--- src/design/booth_cfg_pkg.sv ---
package booth_cfg_pkg;

    // operand width, both inputs are signed two's complement
    localparam int DATA_W = 8;

    // full signed product, no truncation
    localparam int PROD_W = 2 * DATA_W;

    // radix-2 booth retires one multiplier bit per step
    localparam int STEPS = DATA_W;

    // counter only has to reach STEPS-1
    localparam int CNT_W = (STEPS > 1) ? $clog2(STEPS) : 1;

    // count value seen in the final step cycle
    localparam int LAST_CNT = STEPS - 1;

endpackage

--- src/design/booth_ctrl_pkg.sv ---
package booth_ctrl_pkg;

    // fsm states
    typedef enum logic {
        ST_IDLE = 1'b0,
        ST_MULT = 1'b1
    } booth_state_t;

    // register load select
    localparam int LOAD_SEL_W = 2;

    localparam logic [LOAD_SEL_W-1:0] SEL_HOLD  = 2'b00; // keep A/Q/Q-1/M
    localparam logic [LOAD_SEL_W-1:0] SEL_LOAD  = 2'b01; // take new operands
    localparam logic [LOAD_SEL_W-1:0] SEL_SHIFT = 2'b10; // take shifted step result

    // addend select for the add/subtract
    localparam logic ADDEND_ZERO = 1'b0; // A passes unchanged
    localparam logic ADDEND_M    = 1'b1; // A plus or minus M

    // alu_sub values
    localparam logic ALU_ADD = 1'b0;
    localparam logic ALU_SUB = 1'b1;

endpackage

--- src/design/booth_controller.sv ---
`timescale 1ns/1ps

module booth_controller (
    input  logic                                  clk,
    input  logic                                  rst,
    input  logic                                  start,
    input  logic                                  q0,
    input  logic                                  q_minus1,
    input  logic                                  last_step,
    output logic [booth_ctrl_pkg::LOAD_SEL_W-1:0] load_sel,
    output logic                                  addend_sel,
    output logic                                  alu_sub,
    output logic                                  count_en,
    output logic                                  product_en,
    output logic                                  clear,
    output logic                                  ready,
    output logic                                  busy
);
    import booth_ctrl_pkg::*;

    booth_state_t state;
    booth_state_t state_next;

    logic addend_dec; // addend choice for current booth pair
    logic sub_dec;

    always_ff @(posedge clk or negedge rst) begin
        if (!rst) begin
            state <= ST_IDLE;
        end else begin
            state <= state_next;
        end
    end

    // booth pair {Q0, Q-1}
    always_comb begin
        addend_dec = ADDEND_ZERO;
        sub_dec    = ALU_ADD;
        case ({q0, q_minus1})
            2'b10: begin
                addend_dec = ADDEND_M; // start of a run of ones
                sub_dec    = ALU_SUB;
            end
            2'b01: begin
                addend_dec = ADDEND_M; // end of a run of ones
                sub_dec    = ALU_ADD;
            end
            default: begin
                addend_dec = ADDEND_ZERO; // inside a run, shift only
                sub_dec    = ALU_ADD;
            end
        endcase
    end

    always_comb begin
        state_next = state;
        load_sel   = SEL_HOLD;
        addend_sel = ADDEND_ZERO;
        alu_sub    = ALU_ADD;
        count_en   = 1'b0;
        product_en = 1'b0;
        clear      = 1'b0;
        ready      = 1'b0;
        busy       = 1'b0;
        case (state)
            ST_IDLE: begin
                if (start) begin
                    load_sel   = SEL_LOAD;
                    state_next = ST_MULT;
                end else begin
                    clear = 1'b1; // counter parked at zero
                end
            end
            ST_MULT: begin
                busy       = 1'b1;
                load_sel   = SEL_SHIFT;
                addend_sel = addend_dec;
                alu_sub    = sub_dec;
                count_en   = 1'b1;
                if (last_step) begin
                    product_en = 1'b1; // shifted word is the product
                    ready      = 1'b1;
                    clear      = 1'b1;
                    state_next = ST_IDLE;
                end
            end
            default: begin
                state_next = ST_IDLE;
            end
        endcase
    end

endmodule

--- src/design/booth_step_counter.sv ---
`timescale 1ns/1ps

module booth_step_counter (
    input  logic clk,
    input  logic rst,
    input  logic clear,
    input  logic count_en,
    output logic last_step
);
    import booth_cfg_pkg::*;

    logic [CNT_W-1:0] count;

    // clear wins over count_en in the final step
    always_ff @(posedge clk or negedge rst) begin
        if (!rst) begin
            count <= '0;
        end else if (clear) begin
            count <= '0;
        end else if (count_en) begin
            count <= count + 1'b1;
        end
    end

    assign last_step = (count == CNT_W'(LAST_CNT));

endmodule

--- src/design/booth_datapath.sv ---
`timescale 1ns/1ps

module booth_datapath (
    input  logic                                  clk,
    input  logic                                  rst,
    input  logic [booth_ctrl_pkg::LOAD_SEL_W-1:0] load_sel,
    input  logic                                  addend_sel,
    input  logic                                  alu_sub,
    input  logic                                  product_en,
    input  logic [booth_cfg_pkg::DATA_W-1:0]      multiplicand,
    input  logic [booth_cfg_pkg::DATA_W-1:0]      multiplier,
    output logic                                  q0,
    output logic                                  q_minus1,
    output logic [booth_cfg_pkg::PROD_W-1:0]      product
);
    import booth_cfg_pkg::*;
    import booth_ctrl_pkg::*;

    // step registers
    logic [DATA_W-1:0] a_reg;
    logic [DATA_W-1:0] q_reg;
    logic [DATA_W-1:0] m_reg;
    logic              q_m1_reg;

    // one guard bit so A - M cannot wrap
    logic [DATA_W:0] a_ext;
    logic [DATA_W:0] addend_ext;
    logic [DATA_W:0] sum_ext;

    // after the arithmetic right shift
    logic [DATA_W-1:0] a_shift;
    logic [DATA_W-1:0] q_shift;
    logic              q_m1_shift;
    logic [PROD_W-1:0] shifted_word;

    assign a_ext = {a_reg[DATA_W-1], a_reg};

    always_comb begin
        if (addend_sel == ADDEND_M) begin
            addend_ext = {m_reg[DATA_W-1], m_reg};
        end else begin
            addend_ext = '0;
        end
    end

    always_comb begin
        if (alu_sub == ALU_SUB) begin
            sum_ext = a_ext - addend_ext;
        end else begin
            sum_ext = a_ext + addend_ext;
        end
    end

    // shift {sum, Q, Q-1} right by one; guard bit becomes the new A sign
    always_comb begin
        a_shift    = sum_ext[DATA_W:1];
        q_shift    = {sum_ext[0], q_reg[DATA_W-1:1]};
        q_m1_shift = q_reg[0];
    end

    assign shifted_word = {a_shift, q_shift};

    always_ff @(posedge clk) begin
        case (load_sel)
            SEL_LOAD: begin
                a_reg    <= '0;
                q_reg    <= multiplier;
                q_m1_reg <= 1'b0;
                m_reg    <= multiplicand; // M stays fixed for the whole product
            end
            SEL_SHIFT: begin
                a_reg    <= a_shift;
                q_reg    <= q_shift;
                q_m1_reg <= q_m1_shift;
            end
            default: begin
                a_reg    <= a_reg;
                q_reg    <= q_reg;
                q_m1_reg <= q_m1_reg;
            end
        endcase
    end

    // result held until the next product_en
    always_ff @(posedge clk or negedge rst) begin
        if (!rst) begin
            product <= '0;
        end else if (product_en) begin
            product <= shifted_word;
        end
    end

    assign q0       = q_reg[0];
    assign q_minus1 = q_m1_reg;

endmodule

--- src/design/booth_multiplier.sv ---
`timescale 1ns/1ps

module booth_multiplier (
    input  logic                             clk,
    input  logic                             rst,
    input  logic                             start,
    input  logic [booth_cfg_pkg::DATA_W-1:0] multiplicand,
    input  logic [booth_cfg_pkg::DATA_W-1:0] multiplier,
    output logic [booth_cfg_pkg::PROD_W-1:0] product,
    output logic                             done,
    output logic                             busy
);
    import booth_ctrl_pkg::*;

    logic [LOAD_SEL_W-1:0] load_sel;
    logic                  addend_sel;
    logic                  alu_sub;
    logic                  product_en;
    logic                  count_en;
    logic                  clear;
    logic                  last_step;
    logic                  q0;
    logic                  q_minus1;
    logic                  ready;

    booth_controller u_ctrl (
        .clk        (clk),
        .rst        (rst),
        .start      (start),
        .q0         (q0),
        .q_minus1   (q_minus1),
        .last_step  (last_step),
        .load_sel   (load_sel),
        .addend_sel (addend_sel),
        .alu_sub    (alu_sub),
        .count_en   (count_en),
        .product_en (product_en),
        .clear      (clear),
        .ready      (ready),
        .busy       (busy)
    );

    booth_step_counter u_cnt (
        .clk       (clk),
        .rst       (rst),
        .clear     (clear),
        .count_en  (count_en),
        .last_step (last_step)
    );

    booth_datapath u_dp (
        .clk          (clk),
        .rst          (rst),
        .load_sel     (load_sel),
        .addend_sel   (addend_sel),
        .alu_sub      (alu_sub),
        .product_en   (product_en),
        .multiplicand (multiplicand),
        .multiplier   (multiplier),
        .q0           (q0),
        .q_minus1     (q_minus1),
        .product      (product)
    );

    // same edge as the product register write
    always_ff @(posedge clk or negedge rst) begin
        if (!rst) begin
            done <= 1'b0;
        end else begin
            done <= ready;
        end
    end

endmodule

--- config.mk ---
export PLATFORM = sky130hd
export DESIGN_NAME = booth_multiplier
export DESIGN_NICKNAME = d
export VERILOG_FILES = /design/src/design/booth_cfg_pkg.sv /design/src/design/booth_ctrl_pkg.sv /design/src/design/booth_controller.sv /design/src/design/booth_step_counter.sv /design/src/design/booth_datapath.sv /design/src/design/booth_multiplier.sv
export SDC_FILE = /design/constraint.sdc
export NUM_CORES = 1
export LEC_CHECK = 0
export BUFFER_PORTS_ARGS = -buffer_cell sky130_fd_sc_hd__buf_4
export CAP_MARGIN = 5
export CORE_MARGIN = 2
export CORE_UTILIZATION = 51
export DETAILED_ROUTE_END_ITERATION = 16
export PLACE_DENSITY = 0.76
export SLEW_MARGIN = 20
export SYNTH_ARGS = -nofsm -noshare
export SYNTH_HDL_FRONTEND = slang
export SYNTH_SLANG_ARGS = --single-unit
--- constraint.sdc ---
create_clock -name clk -period 3 [get_ports clk]
set_input_delay 0 -clock clk [delete_from_list [all_inputs] [get_ports clk]]
set_output_delay 0 -clock clk [all_outputs]
set_load 0.01 [all_outputs]
==> qor.txt <==
status: finished, violations left
failing checks: negative setup slack
Synth Flop Type: edfxtp_1
die area: 5170 sq um
Final setup viols: 6
r2r startpoint: u_dp.q_reg[0]$_DFFE_PP_
PortBufs: 36
commonest non-fill, non-tap cell in the layout: buf_4
initial antenna violation count: 0
CTS tree: yes
EDFF count, synth: 25
Period minus WS final: 3.07 ns
post-route ant nets: 0
Routed met3 length: 180 um
vias: 1784
Mapped Nets: 227
Yosys cell types: 48
Placed Cells: 292
Netlist Area Pre-Place: 2350 sq um
CP Class: register to register
DR WL/cell: 16.2 um
DRC: 0
RSZ-0062 raised after global routing: yes
met2 wire length: 2760 um
Layout Cells excl Fill: 324
R2R Setup Slk: -0.07 ns
crit path from: u_dp.q_reg[0]$_DFFE_PP_
FF-to-FF path depth: 13
CTS H-tree lvls: 2
Core Region: 4380 sq um
WP data arrival: 3.14 ns
post-DP HPWL: 3210 um
most frequent cells in the layout: buf_4 (58), edfxtp_1 (25), nand2_1 (21), dfrtp_1 (21), dlygate4sd3_1 (17)
starting density of the core: 0.537
Max Slew Vio Count: 0
Design Area, Final: 3280 sq um
Req. time, crit path: 3.07 ns
max reg flops: 16
Initial DRC Count: 109
Period Utilization, post-route: 1.02
Final Hold Slack: 0.122 ns
CTS sink cnt: 46
Final #Nets: 303
Die H: 71.9 um
Clock Latency Late Sink: 0.30 ns
fillcell total: 270
clock-pin slew on the worst setup and hold paths: 0.10 ns
largest reg by FF count: u_dp.product
largest net degree at the start of global routing: 26
final worst slack: -0.0710 ns
element type at the critical path end: register
first-pass detailed-route iteration total: 4
met1 wire length: 2240 um
Slew HR: 0.417
worst-margin pin slew: 0.873 ns
Fmax achieved: 326 MHz
Root Buffer: clkbuf_8
flops & latches, synth: 46
r2r endpoint: u_dp.a_reg[4]$_SDFFCE_PP0P_
ANT cells: 0
crit path to: u_dp.a_reg[4]$_SDFFCE_PP0P_
row count: 24
CTS buffer count: 5
Hold Vio Cnt, Final: 0
Syn Area/Cell: 12.1 sq um
min-delay worst type: primary input to async pin
final cell utilization of the core: 0.749
Syn Inst Count: 195
Tot GR Track Use: 0.210
Top Layer Used: met4
global route total overflow: 0
clock tree buffer depth: 2
DRT Wirelength: 5260 um
Area growth, synth to finish: 39.5%
Worst Path Max Fanout: 4
gpl congestion: 0.840
I/O Pins: 37
vias per cell: 5.51
die span in x: 71.9 um
global-route wire length before repair: 8320 um
DP Area: 2810 sq um
vias in the first global route: 1820
max cap viols: 0
Syn. warnings: 0
fraction of layout cells with a size suffix above 1: 0.401
critical path startpoint category: register
Post-synth ARST share: 0.457
skew final: 0.0140 ns
register area share after synthesis: 0.543
==> synthesized netlist by cell type, types with 2 or more instances <==
master / n / area (sq um)
a31oi_1: 2 / 12.5
mux2_2: 9 / 101
xor2_1: 2 / 17.5
a21o_1: 3 / 22.5
o31ai_1: 2 / 15.0
dfrtp_1: 21 / 526
clkbuf_1: 3 / 11.3
o21ai_1: 8 / 40.0
o21a_1: 2 / 15.0
nand2b_1: 2 / 12.5
nand2_1: 24 / 90.1
nor3b_1: 2 / 15.0
and2_1: 8 / 50.1
a21oi_1: 5 / 25.0
nor2b_1: 5 / 31.3
nor3_1: 2 / 10.0
inv_1: 8 / 30.0
mux2_1: 8 / 90.1
xnor2_1: 7 / 61.3
nor2_1: 7 / 26.3
o21ai_0: 2 / 10.0
buf_6: 2 / 22.5
ha_1: 12 / 150
edfxtp_1: 25 / 751
==> worst min path at each step <==
stage,slack (ns),start,end,cells past startpoint
2_1_floorplan,-0.30,rst,done$_DFF_PN0_,0
3_5_place_dp,-0.1,rst,done$_DFF_PN0_,1
3_3_place_gp,-0.1,rst,u_dp.product[15]$_DFFE_PN0P_,1
6_report,0.12,rst,u_dp.product[15]$_DFFE_PN0P_,2
5_1_grt,0.15,rst,u_dp.product[10]$_DFFE_PN0P_,2
4_1_cts,0.13,rst,u_dp.product[12]$_DFFE_PN0P_,2
==> repair_timing <==
item,4_1_cts,5_1_grt
setup buffers,4,3
pin swaps,12,9
endpoints found under the setup margin,8,10
resized for setup,6,22
hold buffers,17,0
endpoints found under the hold margin,37,0
==> routing by layer <==
| metal | GRT usage | up-vias |
|---|---|---|
| met5 | 0 | - |
| met4 | 0.0608 | 0 |
| met3 | 0.0500 | 9 |
| met2 | 0.366 | 34 |
| met1 | 0.261 | 885 |
| li1 | - | 856 |
==> worst max-delay path, cell delays in order, from the launching register on <==
cell	delay, ns
edfxtp_1	0.44
ha_4	0.29
and2b_2	0.26
nand2_4	0.09
ha_4	0.19
a32o_2	0.26
inv_2	0.07
ha_4	0.19
nor2b_4	0.12
o21ai_2	0.15
a21boi_2	0.10
o21a_1	0.19
or3_4	0.33
and3_1	0.19
==> cell type report <==
class                   count  area [sq um]  area share
clock buffers               5          68.8      0.0210
clock inverters             3          43.8      0.0133
inverters                   9          33.8      0.0103
multi-input cells         134          1190       0.362
flip-flops and latches     46          1280       0.389
well taps                  52          65.1      0.0198
repair buffers             75           606       0.185
==> kinds of logic after synthesis <==
family	after synthesis	synth area share
adder cells (fa/ha/maj)	13	0.0723
AO/OA/AOI/OAI	35	0.103
flip-flops	46	0.543
multiplexers	18	0.0878
AND/OR/NAND/NOR	59	0.130
XOR/XNOR	9	0.0335
buffers and inverters	15	0.0308
==> stage by stage <==
stage	setup TNS [ns]	worst slack, ns
floorplan	-0.0518	-0.0282
global placement	-0.850	-0.184
detailed placement	-0.953	-0.192
CTS	-0.509	-0.110
global route	-1.19	-0.195
finish	-0.190	-0.0710
Power is not shown: default switching activity piles up to over one toggle a cycle in this logic, so the estimate is an artifact.
